--- config.mk ---
export PLATFORM = sky130hd
export DESIGN_NAME = cluster_mem_top
export DESIGN_NICKNAME = d
export VERILOG_FILES = /design/src/rtl/cluster_pkg.sv /design/src/rtl/cluster_mem_top.sv /design/src/rtl/inflight_tracker.sv /design/src/rtl/mem_req_arb.sv /design/src/rtl/mem_rsp_route.sv
export VERILOG_INCLUDE_DIRS = /design/src /design/src/rtl
export SDC_FILE = /design/constraint.sdc
export NUM_CORES = 1
export LEC_CHECK = 0
export BUFFER_PORTS_ARGS = -buffer_cell sky130_fd_sc_hd__buf_2
export CAP_MARGIN = 20
export CORE_AREA = 2 2 216 218
export DETAILED_ROUTE_END_ITERATION = 6
export DIE_AREA = 0 0 218 220
export PLACE_DENSITY_LB_ADDON = 0.25
export SLEW_MARGIN = 40
export SYNTH_ARGS = -nofsm -noshare
export SYNTH_HDL_FRONTEND = slang
export SYNTH_SLANG_ARGS = --single-unit
--- constraint.sdc ---
create_clock -name clk -period 11.4 [get_ports clk]
set_input_delay 2.28 -clock clk [delete_from_list [all_inputs] [get_ports clk]]
set_output_delay 2.28 -clock clk [all_outputs]
set_load 0.05 [all_outputs]
--- src/rtl/cluster_macros.svh ---
`ifndef CLUSTER_MACROS_SVH
`define CLUSTER_MACROS_SVH

// Client caches sharing the memory port
`define CL_NUM_SOURCES   4
`define CL_SRC_ID_W      2

// Memory tag carries the source index above the local tag
`define CL_SRC_TAG_W     4
`define CL_MEM_TAG_W     (`CL_SRC_ID_W + `CL_SRC_TAG_W)

// Payload widths
`define CL_ADDR_W        32
`define CL_DATA_W        32

// Outstanding request limit and counter width
`define CL_MAX_INFLIGHT  8
`define CL_CNT_W         4

`endif

--- src/rtl/cluster_pkg.sv ---
`include "cluster_macros.svh"

package cluster_pkg;

    typedef logic [`CL_ADDR_W-1:0]    addr_t;
    typedef logic [`CL_DATA_W-1:0]    data_t;
    typedef logic [`CL_SRC_ID_W-1:0]  src_id_t;
    typedef logic [`CL_SRC_TAG_W-1:0] src_tag_t;
    typedef logic [`CL_MEM_TAG_W-1:0] mem_tag_t;

    typedef struct packed {
        logic     wr;
        addr_t    addr;
        data_t    data;
        src_tag_t tag;
    } cli_req_t;

    typedef struct packed {
        data_t    data;
        src_tag_t tag;
    } cli_rsp_t;

    typedef struct packed {
        logic     wr;
        addr_t    addr;
        data_t    data;
        mem_tag_t tag;
    } mem_req_t;

    typedef struct packed {
        data_t    data;
        mem_tag_t tag;
    } mem_rsp_t;

    typedef enum logic [1:0] {
        ARB_IDLE,
        ARB_MEM_REQ,
        ARB_MEM_REL,
        ARB_CLI_ACK
    } arb_state_t;

endpackage

--- src/rtl/cluster_mem_top.sv ---
`timescale 1ns/10ps
`include "cluster_macros.svh"

module cluster_mem_top (
    input  logic                                              clk,
    input  logic                                              rst_n,

    // Client request channels
    input  logic [`CL_NUM_SOURCES-1:0]                        cli_req,
    input  cluster_pkg::cli_req_t [`CL_NUM_SOURCES-1:0]       cli_req_data,
    output logic [`CL_NUM_SOURCES-1:0]                        cli_req_ack,

    // Memory request port
    output logic                                              mem_req,
    output cluster_pkg::mem_req_t                             mem_req_data,
    input  logic                                              mem_req_ack,

    // Memory response port
    input  logic                                              mem_rsp,
    input  cluster_pkg::mem_rsp_t                             mem_rsp_data,
    output logic                                              mem_rsp_ack,

    // Client response channels
    output logic [`CL_NUM_SOURCES-1:0]                        cli_rsp,
    output cluster_pkg::cli_rsp_t [`CL_NUM_SOURCES-1:0]       cli_rsp_data,
    input  logic [`CL_NUM_SOURCES-1:0]                        cli_rsp_ack,

    // Status
    output logic                                              busy
);

    logic issue;
    logic retire;
    logic at_limit;

    mem_req_arb u_arb (
        .clk          (clk),
        .rst_n        (rst_n),
        .cli_req      (cli_req),
        .cli_req_data (cli_req_data),
        .cli_req_ack  (cli_req_ack),
        .mem_req      (mem_req),
        .mem_req_data (mem_req_data),
        .mem_req_ack  (mem_req_ack),
        .at_limit     (at_limit),
        .issue        (issue)
    );

    mem_rsp_route u_route (
        .clk          (clk),
        .rst_n        (rst_n),
        .mem_rsp      (mem_rsp),
        .mem_rsp_data (mem_rsp_data),
        .mem_rsp_ack  (mem_rsp_ack),
        .cli_rsp      (cli_rsp),
        .cli_rsp_data (cli_rsp_data),
        .cli_rsp_ack  (cli_rsp_ack),
        .retire       (retire)
    );

    // Outstanding count gates the arbiter and drives busy
    inflight_tracker u_tracker (
        .clk          (clk),
        .rst_n        (rst_n),
        .issue        (issue),
        .retire       (retire),
        .at_limit     (at_limit),
        .busy         (busy)
    );

endmodule

--- src/rtl/inflight_tracker.sv ---
`timescale 1ns/10ps
`include "cluster_macros.svh"

module inflight_tracker (
    input  logic clk,
    input  logic rst_n,
    input  logic issue,
    input  logic retire,
    output logic at_limit,
    output logic busy
);

    logic [`CL_CNT_W-1:0] count;

    always_ff @(posedge clk) begin
        if (!rst_n) begin
            count <= '0;
        end else begin
            case ({issue, retire})
                2'b10: begin
                    count <= count + 1'b1;
                end
                2'b01: begin
                    count <= count - 1'b1;
                end
                // Both or neither leave the count unchanged
                default: begin
                    count <= count;
                end
            endcase
        end
    end

    assign at_limit = (count == `CL_CNT_W'(`CL_MAX_INFLIGHT));
    assign busy     = |count;

    property p_no_retire_at_zero;
        @(posedge clk) disable iff (!rst_n)
            retire && !issue |-> count != '0;
    endproperty

    a_no_retire_at_zero: assert property (p_no_retire_at_zero)
        else $error("retire with no request in flight");

    // Arbiter must have stalled before this point
    property p_no_issue_at_limit;
        @(posedge clk) disable iff (!rst_n)
            issue |-> !at_limit;
    endproperty

    a_no_issue_at_limit: assert property (p_no_issue_at_limit)
        else $error("issue beyond the in-flight limit");

endmodule

--- src/rtl/mem_req_arb.sv ---
`timescale 1ns/10ps
`include "cluster_macros.svh"

module mem_req_arb (
    input  logic                                              clk,
    input  logic                                              rst_n,

    // Client request channels
    input  logic [`CL_NUM_SOURCES-1:0]                        cli_req,
    input  cluster_pkg::cli_req_t [`CL_NUM_SOURCES-1:0]       cli_req_data,
    output logic [`CL_NUM_SOURCES-1:0]                        cli_req_ack,

    // Memory request port
    output logic                                              mem_req,
    output cluster_pkg::mem_req_t                             mem_req_data,
    input  logic                                              mem_req_ack,

    // Tracker
    input  logic                                              at_limit,
    output logic                                              issue
);

    cluster_pkg::arb_state_t state;

    // Last granted source and owner of the transfer in progress
    cluster_pkg::src_id_t    grant_q;
    cluster_pkg::src_id_t    grant_idx;
    logic                    grant_found;
    logic                    take;

    // Round robin search starting just after the last grant
    always_comb begin
        grant_idx   = grant_q;
        grant_found = 1'b0;
        for (int i = 1; i <= `CL_NUM_SOURCES; i++) begin
            if (!grant_found && cli_req[(int'(grant_q) + i) % `CL_NUM_SOURCES]) begin
                grant_idx   = cluster_pkg::src_id_t'((int'(grant_q) + i) % `CL_NUM_SOURCES);
                grant_found = 1'b1;
            end
        end
    end

    assign take = (state == cluster_pkg::ARB_IDLE) && grant_found && !at_limit;

    // Payload capture with the source index placed above the local tag
    always_ff @(posedge clk) begin
        if (take) begin
            mem_req_data.wr   <= cli_req_data[grant_idx].wr;
            mem_req_data.addr <= cli_req_data[grant_idx].addr;
            mem_req_data.data <= cli_req_data[grant_idx].data;
            mem_req_data.tag  <= {grant_idx, cli_req_data[grant_idx].tag};
        end
    end

    always_ff @(posedge clk) begin
        if (!rst_n) begin
            state       <= cluster_pkg::ARB_IDLE;
            grant_q     <= cluster_pkg::src_id_t'(`CL_NUM_SOURCES - 1);
            mem_req     <= 1'b0;
            cli_req_ack <= '0;
            issue       <= 1'b0;
        end else begin
            issue <= 1'b0;
            case (state)
                cluster_pkg::ARB_IDLE: begin
                    if (take) begin
                        grant_q <= grant_idx;
                        mem_req <= 1'b1;
                        state   <= cluster_pkg::ARB_MEM_REQ;
                    end
                end
                cluster_pkg::ARB_MEM_REQ: begin
                    if (mem_req_ack) begin
                        mem_req <= 1'b0;
                        issue   <= 1'b1;
                        state   <= cluster_pkg::ARB_MEM_REL;
                    end
                end
                cluster_pkg::ARB_MEM_REL: begin
                    // Client released once the memory side has closed
                    if (!mem_req_ack) begin
                        cli_req_ack[grant_q] <= 1'b1;
                        state                <= cluster_pkg::ARB_CLI_ACK;
                    end
                end
                cluster_pkg::ARB_CLI_ACK: begin
                    if (!cli_req[grant_q]) begin
                        cli_req_ack <= '0;
                        state       <= cluster_pkg::ARB_IDLE;
                    end
                end
                default: begin
                    state <= cluster_pkg::ARB_IDLE;
                end
            endcase
        end
    end

    property p_mem_req_stable;
        @(posedge clk) disable iff (!rst_n)
            mem_req && $past(mem_req) |-> $stable(mem_req_data);
    endproperty

    a_mem_req_stable: assert property (p_mem_req_stable)
        else $error("mem_req_data changed while mem_req was high");

    property p_single_cli_ack;
        @(posedge clk) disable iff (!rst_n)
            $onehot0(cli_req_ack);
    endproperty

    a_single_cli_ack: assert property (p_single_cli_ack)
        else $error("more than one cli_req_ack high");

endmodule

--- src/rtl/mem_rsp_route.sv ---
`timescale 1ns/10ps
`include "cluster_macros.svh"

module mem_rsp_route (
    input  logic                                              clk,
    input  logic                                              rst_n,

    // Memory response port
    input  logic                                              mem_rsp,
    input  cluster_pkg::mem_rsp_t                             mem_rsp_data,
    output logic                                              mem_rsp_ack,

    // Client response channels
    output logic [`CL_NUM_SOURCES-1:0]                        cli_rsp,
    output cluster_pkg::cli_rsp_t [`CL_NUM_SOURCES-1:0]       cli_rsp_data,
    input  logic [`CL_NUM_SOURCES-1:0]                        cli_rsp_ack,

    // Tracker
    output logic                                              retire
);

    typedef enum logic [1:0] {
        RT_IDLE,
        RT_MEM_ACK,
        RT_CLI_RSP,
        RT_CLI_REL
    } rt_state_t;

    rt_state_t             state;
    cluster_pkg::mem_rsp_t rsp_q;
    cluster_pkg::src_id_t  rsp_src;

    // Source index sits in the top bits of the memory tag
    assign rsp_src = rsp_q.tag[`CL_MEM_TAG_W-1 -: `CL_SRC_ID_W];

    always_ff @(posedge clk) begin
        if (state == RT_IDLE && mem_rsp) begin
            rsp_q <= mem_rsp_data;
        end
    end

    // Only the addressed source sees the payload
    always_comb begin
        for (int i = 0; i < `CL_NUM_SOURCES; i++) begin
            cli_rsp_data[i] = '0;
            if (rsp_src == cluster_pkg::src_id_t'(i)) begin
                cli_rsp_data[i].data = rsp_q.data;
                cli_rsp_data[i].tag  = rsp_q.tag[`CL_SRC_TAG_W-1:0];
            end
        end
    end

    always_ff @(posedge clk) begin
        if (!rst_n) begin
            state       <= RT_IDLE;
            mem_rsp_ack <= 1'b0;
            cli_rsp     <= '0;
            retire      <= 1'b0;
        end else begin
            retire <= 1'b0;
            case (state)
                RT_IDLE: begin
                    if (mem_rsp) begin
                        mem_rsp_ack <= 1'b1;
                        state       <= RT_MEM_ACK;
                    end
                end
                RT_MEM_ACK: begin
                    if (!mem_rsp) begin
                        mem_rsp_ack      <= 1'b0;
                        cli_rsp[rsp_src] <= 1'b1;
                        state            <= RT_CLI_RSP;
                    end
                end
                RT_CLI_RSP: begin
                    if (cli_rsp_ack[rsp_src]) begin
                        cli_rsp <= '0;
                        state   <= RT_CLI_REL;
                    end
                end
                RT_CLI_REL: begin
                    // Response is complete once the client drops its ack
                    if (!cli_rsp_ack[rsp_src]) begin
                        retire <= 1'b1;
                        state  <= RT_IDLE;
                    end
                end
                default: begin
                    state <= RT_IDLE;
                end
            endcase
        end
    end

    property p_single_cli_rsp;
        @(posedge clk) disable iff (!rst_n)
            $onehot0(cli_rsp);
    endproperty

    a_single_cli_rsp: assert property (p_single_cli_rsp)
        else $error("more than one cli_rsp high");

endmodule

==> out/results.tsv, run 1 <==
stage	metric	value	unit
outcome	status	complete, no violations	
sta	tightest_slew	0.791	ns
power	power.ir.vdd_worst	0.189	mV
routing	drt_wl_total	50.6	mm
synthesis	synthTopCellsByArea	edfxtp_1, nand2_1, a22oi_1	
synthesis	syn_nets	1812	
sta	worst_slack	6.01	ns
critical_path	cpPeakStageDelay	0.83	ns
synthesis	yosysSeqAreaShare	32.1	%
global_route	grt_max_degree	169	
clock_tree	clock_latency	0.45	ns
power	leakagePower	7.31	nW
worst_hold_path	whs_path_depth	2	
synthesis	yosys.area.top_type	edfxtp_1	
floorplanning	die_h	220	um
sta	fin_skew	0.00949	ns
worst_hold_path	whs_endpoint	u_route.cli_rsp[2]	
critical_path	r2r-start	u_arb.grant_q[0]	
synthesis	ys_ff_latch	131	
final_layout	fin_cells	2538	
worst_hold_path	hold_path_class	flip-flop to flip-flop	
placed_design	port_buffers	551	
clock_tree	holdBufCountCts	0	
placed_design	gp_congestion	0.882	
routing	drtPass1Iterations	6	
floorplanning	core-area	45900	sq um
synthesis	synth_warnings	0	
global_route	overflow	0	
sta	max_freq	186	MHz
final_layout	fin_area	15300	sq um
floorplanning	rows	79	
critical_path	cp_slowest_cell	dfxtp_4	
sta	min_period	5.39	ns
synthesis	async_flop_share	0	%
floorplanning	die_x	218	um
critical_path	path_max_fanout	168	
critical_path	cp-end-kind	flip-flop	
global_route	grtUsageTotal	20.2	%
job	maxCapViolations	0	
routing	drc	0	
clock_tree	cts_made_buffers	17	
placed_design	place_hpwl	36.9	mm
routing	ant_nets	0	
power	p_int	2.18	mW
global_route	grt_pass1_wl	73.1	mm
synthesis	synth.cell_area	11600	sq um
global_route	grt_pass1_vias	12100	
critical_path	crit_path_start_kind	flip-flop	
clock_tree	clk_pin_slew_worst_paths	0.06	ns
routing	drt_iter0_drc	878	
synthesis	synth_edf_count	109	
sta	finalHoldViolations	0	
floorplanning	die-area	48000	sq um
final_layout	final_util	33.4	%
routing	vias	13000	
critical_path	path_cells	clkinv_8 > ha_1 > mux4_4 > buf_6 > or3_1 > or3b_1 > a21boi_4 > buf_8 > buf_4 > buf_4 > mux2i_1	
synthesis	synthFlopType	edfxtp_1	
synthesis	netlist.area_leader.share	28.3	%
power	sw_frac_of_total	55.9	%
power	seqPwrFrac	20.3	%
routing	wl_per_cell	19.9	um
placed_design	place_inst	2487	
critical_path	r2r_slack	6.01	ns
clock_tree	cts_tree	done	
clock_tree	post_cts_buffers	0	
critical_path	arrival	5.67	ns
placed_design	place_area	14700	sq um
synthesis	syn_area_per_cell	7.86	sq um
placed_design	pre_cts_slack	5.70	ns
synthesis	synthCells	1469	
sta	fin_setup_tns	0	ns
worst_hold_path	worstHoldStart	u_route.cli_rsp[2]	
critical_path	required	11.68	ns
floorplanning	io_pins	552	
clock_tree	cts.sinks	131	
critical_path	crit_type	flip-flop to flip-flop	
synthesis	yosysUniqueCellTypes	46	
critical_path	r2r_cells	11	
global_route	antenna_found_initial	31	
final_layout	fin_nets	2242	
power	pwr_density_cell	322	nW/um^2
power	clkPwrFrac	11.0	%
sta	maxSlewHeadroom	47.3	%
final_layout	final_common_cell	buf_2	
critical_path	r2r-end	u_arb.mem_req_data[44]	
sta	finalSetupViolCount	0	
power	switching_power	2.76	mW
final_layout	drive_gt1_share	32.4	%
final_layout	syn2layout_area_growth	32.7	%
floorplanning	start_util	25.2	%
clock_tree	root_buffer	clkbuf_16	
sta	period_share	47.3	%
routing	via_per_inst	5.13	
sta	rsz0062_at_grt	no	
clock_tree	cts.path.max_buffers	2	
critical_path	cp_common_cell	buf_4	
final_layout	layout_common_cells	buf_2, nand2_1, a22oi_1	
clock_tree	cts_resized	0	
power	combPwrFrac	68.7	%
clock_tree	htreeDepth	4	
sta	drv_slew	0	
==> layout make-up <==
cell class	count	area (sq um)
sequential	131	3720
antenna	19	47.5
clock inverter	14	130
multi-input combinational	1161	7170
timing repair buffer	569	2990
fill	4893	30500
clock buffer	18	429
tap	607	759
inverter	19	85.1
==> critical path: cells and delay by family, from the launching register on <==
| kind | cells | cell delay, ns |
|---|---|---|
| muxes | 2 | 0.60 |
| and+or+nand+nor | 2 | 0.35 |
| DFF | 1 | 0.83 |
| AOI/OAI and AO/OA | 1 | 0.18 |
| buffers and inverters | 5 | 2.40 |
| adders and majority gates | 1 | 0.71 |
==> cell usage after synthesis, types with 17 or more instances <==
master and count:
edfxtp_1 109, and4_1 69, a211oi_1 70, nor2_1 92, a311oi_1 69, and3_1 38
clkbuf_1 145, mux2i_1 74, inv_1 17, a22oi_1 139, and2_1 109, nand2_1 420
dfxtp_1 22
==> metal layers <==
metal / global-route usage, % / vias up / part of all wire, %
met4: 8.71 / 26 / 3.4
met5: 0 / - / 0.30
met1: 21.3 / 6109 / 37
met3: 7.47 / 95 / 9.4
met2: 35.9 / 565 / 50
li1: - / 6223 / -
==> through the flow <==
step           hold WS [ns]  total power [mW]
2_1_floorplan         0.480              3.56
3_3_place_gp          0.446              4.32
3_5_place_dp          0.454              4.42
4_1_cts               0.469              4.97
5_1_grt               0.509              5.27
6_report              0.465              4.93
==> flip-flops by register name, summed over array words and instances, names as in the netlist <==
register,count
u_route.cli_rsp,4
u_arb.mem_req_data,71
u_arb.mem_req,1
u_arb.state,2
u_tracker.count,4
u_arb.issue,1
u_arb.grant_q,2
u_arb.cli_req_ack,4
u_route.retire,1
u_route.mem_rsp_ack,1
u_route.state,2
u_route.rsp_q,38
==> power groups by stage <==
stage,registers (mW),logic (mW),clock network [mW]
3_5_place_dp,1.01,3.41,0
5_1_grt,1.02,3.67,0.580
4_1_cts,1.01,3.40,0.562
3_3_place_gp,1.02,3.30,0
6_report,1.00,3.39,0.541
2_1_floorplan,1.45,2.11,0
==> worst max path at each step <==
stage	start	end	slack, ns	cells after the start
floorplan	cli_req[0]	u_arb.grant_q[0]	6.86	5
global placement	cli_req[0]	u_arb.mem_req_data[43]	5.14	9
detailed placement	cli_req[2]	u_arb.mem_req_data[44]	5.70	10
CTS	cli_req[2]	u_arb.mem_req_data[44]	6.19	10
global route	u_arb.grant_q[0]	u_arb.mem_req_data[44]	5.66	11
finish	u_arb.grant_q[0]	u_arb.mem_req_data[44]	6.01	11
==> kinds of logic after synthesis <==
| logic type | Yosys count | synth area share [%] |
|---|---|---|
| AOI/OAI and AO/OA | 314 | 20.9 |
| buffers and inverters | 177 | 6.37 |
| muxes | 83 | 7.78 |
| xor gates and xnor gates | 4 | 0.303 |
| adders and majority gates | 17 | 1.91 |
| DFF | 131 | 32.1 |
| and+or+nand+nor | 743 | 30.6 |
Power figures use the tool's default switching activity.
==> run 2: changes to the inputs <==
CORE_AREA = 2 2 217 219   (was 2 2 216 218)
DIE_AREA = 0 0 219 221   (was 0 0 218 220)
clock period = 4.8 ns   (was 11.4 ns; I/O delays follow)
==> out/results.tsv, run 2 (synthesized netlist as in run 1, its figures left out) <==
stage	metric	value	unit	change
clock_tree	cts.sinks	131		unchanged
final_layout	fin_area	15500	sq um	was 15300 sq um
critical_path	path_max_fanout	40		was 168
critical_path	path_cells	inv_1 > ha_1 > mux4_4 > or3_1 > or3b_1 > a21boi_4 > buf_4 > mux2i_1		was clkinv_8 > ha_1 > mux4_4 > buf_6 > or3_1 > or3b_1 > a21boi_4 > buf_8 > buf_4 > buf_4 > mux2i_1
clock_tree	clock_latency	0.45	ns	about the same
clock_tree	root_buffer	clkbuf_16		unchanged
final_layout	syn2layout_area_growth	33.8	%	was 32.7%
power	power.ir.vdd_worst	0.533	mV	was 0.189 mV
floorplanning	start_util	25.1	%	was 25.2%
floorplanning	die_h	221	um	was 220 um
sta	rsz0062_at_grt	no		unchanged
final_layout	largest_register	u_arb.mem_req_data		unchanged
clock_tree	clk_pin_slew_worst_paths	0.07	ns	was 0.06 ns
critical_path	crit_path_start_kind	flip-flop		unchanged
floorplanning	core-area	46100	sq um	was 45900 sq um
routing	vias	13200		was 13000
routing	ant_nets	0		unchanged
job	maxCapViolations	0		unchanged
critical_path	arrival	3.92	ns	was 5.67 ns
critical_path	critPathTopFamily	multiplexers		was buffers and inverters
floorplanning	io_pins	552		unchanged
sta	fin_skew	0.0121	ns	was 0.00949 ns
placed_design	place_area	14800	sq um	was 14700 sq um
routing	drc	0		unchanged
placed_design	place_hpwl	39.1	mm	was 36.9 mm
sta	finalSetupViolCount	0		unchanged
sta	drv_slew	0		unchanged
final_layout	fin_cells	2542		was 2538
clock_tree	cts_made_buffers	17		unchanged
critical_path	crit_type	flip-flop to flip-flop		unchanged
sta	tightest_slew	0.804	ns	was 0.791 ns
clock_tree	cts.path.max_buffers	2		unchanged
clock_tree	cts_tree	done		unchanged
clock_tree	post_cts_buffers	0		unchanged
clock_tree	htreeDepth	4		unchanged
power	pwr_density_cell	771	nW/um^2	was 322 nW/um^2
power	leakagePower	7.37	nW	was 7.31 nW
placed_design	place_inst	2493		was 2487
final_layout	final_common_cell	buf_2		unchanged
routing	drt_wl_total	52.5	mm	was 50.6 mm
global_route	grtUsageTotal	20.7	%	was 20.2%
critical_path	r2r-start	u_arb.grant_q[1]		was u_arb.grant_q[0]
floorplanning	rows	79		unchanged
final_layout	largestRegisters	u_arb.mem_req_data (71), u_route.rsp_q (38)		unchanged
routing	drtPass1Iterations	6		unchanged
worst_hold_path	hold_path_class	flip-flop to flip-flop		unchanged
global_route	grt_pass1_vias	12200		was 12100
critical_path	required	4.97	ns	was 11.68 ns
final_layout	layout_common_cells	buf_2, nand2_1, a22oi_1		unchanged
power	power	11.9	mW	was 4.93 mW
critical_path	cp.buffers_inverters	2		was 5
sta	fin_setup_tns	0	ns	unchanged
routing	wl_per_cell	20.7	um	was 19.9 um
global_route	grt_pass1_wl	76.0	mm	was 73.1 mm
final_layout	largest_reg_flops	71		unchanged
routing	via_per_inst	5.19		was 5.13
placed_design	port_buffers	551		unchanged
final_layout	fin_nets	2250		was 2242
global_route	antenna_found_initial	46		was 31
final_layout	drive_gt1_share	32.8	%	was 32.4%
floorplanning	die-area	48400	sq um	was 48000 sq um
sta	max_freq	267	MHz	was 186 MHz
sta	finalHoldViolations	0		unchanged
floorplanning	die_x	219	um	was 218 um
sta	period_share	78.0	%	was 47.3%
routing	drt_iter0_drc	854		was 878
critical_path	critPathLaunch	u_arb.grant_q[1]		was u_arb.grant_q[0]
global_route	grt_max_degree	134		was 169
worst_hold_path	worstHoldStart	u_arb.cli_req_ack[2]		was u_route.cli_rsp[2]
clock_tree	cts_resized	0		unchanged
placed_design	gp_congestion	0.886		was 0.882
outcome	status	complete, no violations		unchanged
sta	maxSlewHeadroom	46.4	%	was 47.3%
critical_path	cp_slowest_cell	mux4_4		was dfxtp_4
critical_path	cp-end-kind	flip-flop		unchanged
critical_path	cpPeakStageDelay	0.75	ns	was 0.83 ns
sta	min_period	3.74	ns	was 5.39 ns
global_route	overflow	0		unchanged
clock_tree	holdBufCountCts	0		unchanged
[run 2: cell count changes in the layout (fill, tap and decap cells not counted), sizes merged]
cell	delta
buf	+9
diode	-4
clkinv	-3
bufinv	+2
clkbuf	-1
clkinvlp	+1
[run 2: per-stage QoR]
| stage | util (%) | worst slack, ns | hold WS (ns) |
|---|---|---|---|
| 2_1_floorplan | - | 0.874 | 0.480 |
| 3_3_place_gp | 31.9 | 0.925 | 0.450 |
| 3_5_place_dp | 32.0 | 0.881 | 0.462 |
| 4_1_cts | 33.4 | 1.05 | 0.481 |
| 5_1_grt | 33.5 | 0.829 | 0.490 |
| 6_report | 33.6 | 1.06 | 0.477 |
[run 2: area by class of cell]
class	count	area [sq um]
repair buffers	577	3070
clock inverters	14	179
clock buffers	18	429
well taps	607	759
multi-input cells	1161	7180
inverters	19	80.1
diodes	15	37.5
flip-flops and latches	131	3720
fillers	4903	30600
[run 2: final timing paths]
| path | endpoint | slack, ns | cells past startpoint |
|---|---|---|---|
| worst max register to register | u_arb.mem_req_data[44] | 1.06 | 8 |
| worst max-delay path | u_arb.mem_req_data[44] | 1.06 | 8 |
| worst min register to register | u_arb.cli_req_ack[2] | 0.48 | 2 |
| worst min-delay path | u_arb.cli_req_ack[2] | 0.48 | 2 |
[run 2: worst register-to-register path, stage by stage, from the launching register on]
cell and delay [ns]:
dfxtp_1 0.46, inv_1 0.18, ha_1 0.45, mux4_4 0.75, or3_1 0.46, or3b_1 0.39
a21boi_4 0.15, buf_4 0.35, mux2i_1 0.28
[run 2: routing by layer]
layer | up-vias | global-route usage (%) | routed length, um
met2 | 525 | 38.1 | 26800
met5 | - | 0 | 287
li1 | 6246 | - | -
met3 | 111 | 7.85 | 4790
met1 | 6266 | 21.3 | 19200
met4 | 44 | 7.11 | 1430
[run 2: power by group]
part | total, mW | leakage (nW) | internal, mW | switching (mW)
combinational | 8.20 | 5.83 | 2.48 | 5.71
clock | 1.40 | 0.288 | 0.823 | 0.581
sequential | 2.32 | 1.26 | 2.04 | 0.275
total | 11.9 | 7.37 | 5.35 | 6.57
==> run 3: changes to the inputs <==
CORE_AREA = 2 2 212 214   (was 2 2 217 219)
DIE_AREA = 0 0 214 216   (was 0 0 219 221)
clock period = 3.5 ns   (was 4.8 ns; I/O delays follow)
==> out/results.tsv, run 3 (synthesized netlist as in run 1, its figures left out) <==
stage	metric	value	unit	change
critical_path	path_cells	inv_1 > ha_2 > mux4_2 > or3_1 > or3b_1 > a21boi_4 > clkbuf_16 > mux2i_1		was inv_1 > ha_1 > mux4_4 > or3_1 > or3b_1 > a21boi_4 > buf_4 > mux2i_1
critical_path	cpPeakStageDelay	0.47	ns	was 0.75 ns
global_route	grt_pass1_vias	12500		was 12200
clock_tree	cts_made_buffers	17		unchanged
final_layout	drive_gt1_share	33.0	%	was 32.8%
clock_tree	cts_tree	done		unchanged
routing	drt_wl_total	52.1	mm	was 52.5 mm
sta	maxSlewHeadroom	46.6	%	was 46.4%
placed_design	port_buffers	551		unchanged
final_layout	final_util	35.3	%	was 33.6%
routing	ant_nets	0		unchanged
global_route	grt_max_degree	151		was 134
sta	tightest_slew	0.790	ns	was 0.804 ns
critical_path	cp-end-kind	flip-flop		unchanged
placed_design	gp_congestion	0.919		was 0.886
sta	max_freq	299	MHz	was 267 MHz
final_layout	fin_nets	2254		was 2250
clock_tree	clk_pin_slew_worst_paths	0.07	ns	about the same
sta	fin_skew	0.00896	ns	was 0.0121 ns
final_layout	largestRegisters	u_arb.mem_req_data (71), u_route.rsp_q (38)		unchanged
final_layout	final_common_cell	buf_2		unchanged
placed_design	place_inst	2484		was 2493
floorplanning	io_pins	552		unchanged
floorplanning	core-area	43800	sq um	was 46100 sq um
global_route	antenna_found_initial	42		was 46
power	pwr_density_cell	1060	nW/um^2	was 771 nW/um^2
critical_path	crit_type	flip-flop to flip-flop		unchanged
clock_tree	clock_latency	0.45	ns	about the same
power	power.ir.vdd_worst	0.531	mV	was 0.533 mV
sta	period_share	95.4	%	was 78.0%
final_layout	largest_reg_flops	71		unchanged
routing	wl_per_cell	20.6	um	was 20.7 um
critical_path	cp_slowest_cell	dfxtp_1		was mux4_4
floorplanning	die-area	46200	sq um	was 48400 sq um
clock_tree	cts.sinks	131		unchanged
sta	finalHoldViolations	0		unchanged
sta	finalSetupViolCount	0		unchanged
clock_tree	htreeDepth	4		unchanged
routing	vias	13200		about the same
sta	drv_slew	0		unchanged
floorplanning	start_util	26.4	%	was 25.1%
global_route	grt_pass1_wl	77.0	mm	was 76.0 mm
floorplanning	rows	77		was 79
final_layout	syn2layout_area_growth	34.0	%	was 33.8%
sta	min_period	3.34	ns	was 3.74 ns
final_layout	layout_common_cells	buf_2, nand2_1, a22oi_1		unchanged
routing	via_per_inst	5.19		about the same
routing	drt_iter0_drc	828		was 854
final_layout	fin_cells	2534		was 2542
placed_design	place_hpwl	38.9	mm	was 39.1 mm
outcome	status	complete, no violations		unchanged
sta	holdWs	0.424	ns	was 0.477 ns
worst_hold_path	hold_path_class	input port to flip-flop		was flip-flop to flip-flop
sta	rsz0062_at_grt	no		unchanged
power	leakagePower	7.40	nW	was 7.37 nW
routing	drtPass1Iterations	6		unchanged
final_layout	largest_register	u_arb.mem_req_data		unchanged
sta	fin_setup_tns	0	ns	unchanged
critical_path	required	3.68	ns	was 4.97 ns
floorplanning	die_x	214	um	was 219 um
floorplanning	die_h	216	um	was 221 um
job	maxCapViolations	0		unchanged
clock_tree	cts.path.max_buffers	2		unchanged
global_route	overflow	0		unchanged
routing	drc	0		unchanged
critical_path	crit_path_start_kind	flip-flop		unchanged
global_route	grtUsageTotal	21.9	%	was 20.7%
clock_tree	root_buffer	clkbuf_16		unchanged
final_layout	fillers	4603		was 4903
critical_path	path_max_fanout	70		was 40
critical_path	arrival	3.52	ns	was 3.92 ns
## run 3: changes by cell type in the layout (fill, tap and decap cells not counted), moves of 2 or more
| cell | previous run | this run |
|---|---|---|
| buf_4 | 13 | 19 |
| buf_6 | 5 | 2 |
| clkinvlp_4 | 3 | 1 |
| diode_2 | 15 | 18 |
| inv_6 | 3 | 5 |
| inv_8 | 1 | 3 |
| nor2b_2 | 0 | 2 |
| nor2b_4 | 3 | 1 |
## run 3: worst max-delay path: cells and delay by family, from the launching register on
kind | cells | cell delay, ns
flip-flops | 1 | 0.47
buffers and inverters | 2 | 0.49
AO/OA/AOI/OAI | 1 | 0.16
multiplexers | 2 | 0.60
adder cells (fa/ha/maj) | 1 | 0.45
AND/OR/NAND/NOR | 2 | 0.81
## run 3: power breakdown
| group | internal, mW | switching [mW] | leakage [nW] | total, mW |
|---|---|---|---|---|
| Combinational | 3.42 | 7.83 | 5.84 | 11.3 |
| Clock | 1.14 | 0.831 | 0.301 | 1.97 |
| Sequential | 2.80 | 0.405 | 1.26 | 3.21 |
| Total | 7.37 | 9.07 | 7.40 | 16.4 |
## run 3: repair_timing
item,CTS,global route
setup endpoints to repair,0,7
hold buffers,0,0
setup buffers,0,0
gates resized for setup,0,3
## run 3: metal layers
layer  global-route usage, %  routed length [um]  vias up  share of wire, %
li1                        -                   -     6254                 -
met1                    23.4               19700     6224                38
met2                    39.3               26300      530                51
met3                    6.72                3850      118               7.4
met4                    10.3                2010       28               3.8
met5                       0                 194        -              0.37
## run 3: path summary, 6_finish.rpt
check / from / end / slack, ns / cells after the start
max reg2reg: u_arb.grant_q[1] / u_arb.mem_req_data[45] / 0.16 / 8
min: mem_rsp_data[1] / u_route.rsp_q[1] / 0.42 / 1
max: u_arb.grant_q[1] / u_arb.mem_req_data[45] / 0.16 / 8
min reg2reg: u_route.cli_rsp[1] / u_route.cli_rsp[1] / 0.47 / 2
## run 3: final cells by class
cell class	count	area, sq um	share of cell area, %
multi-input combinational	1161	7170	46.3
inverter	19	80.1	0.517
tap	592	741	4.78
clock buffer	17	425	2.75
antenna	18	45.0	0.291
timing repair buffer	581	3120	20.1
sequential	131	3720	24.0
clock inverter	15	194	1.25
## run 3: per-stage QoR
step                      instance area (sq um)  setup WS (ns)  total power [mW]
after floorplan                           11600        0.00754              11.6
after global placement                    14800          0.281              14.3
after detailed placement                  14800          0.188              14.5
after CTS                                 15400          0.179              16.6
after global routing                      15500        0.00785              17.5
final                                     15500          0.159              16.4
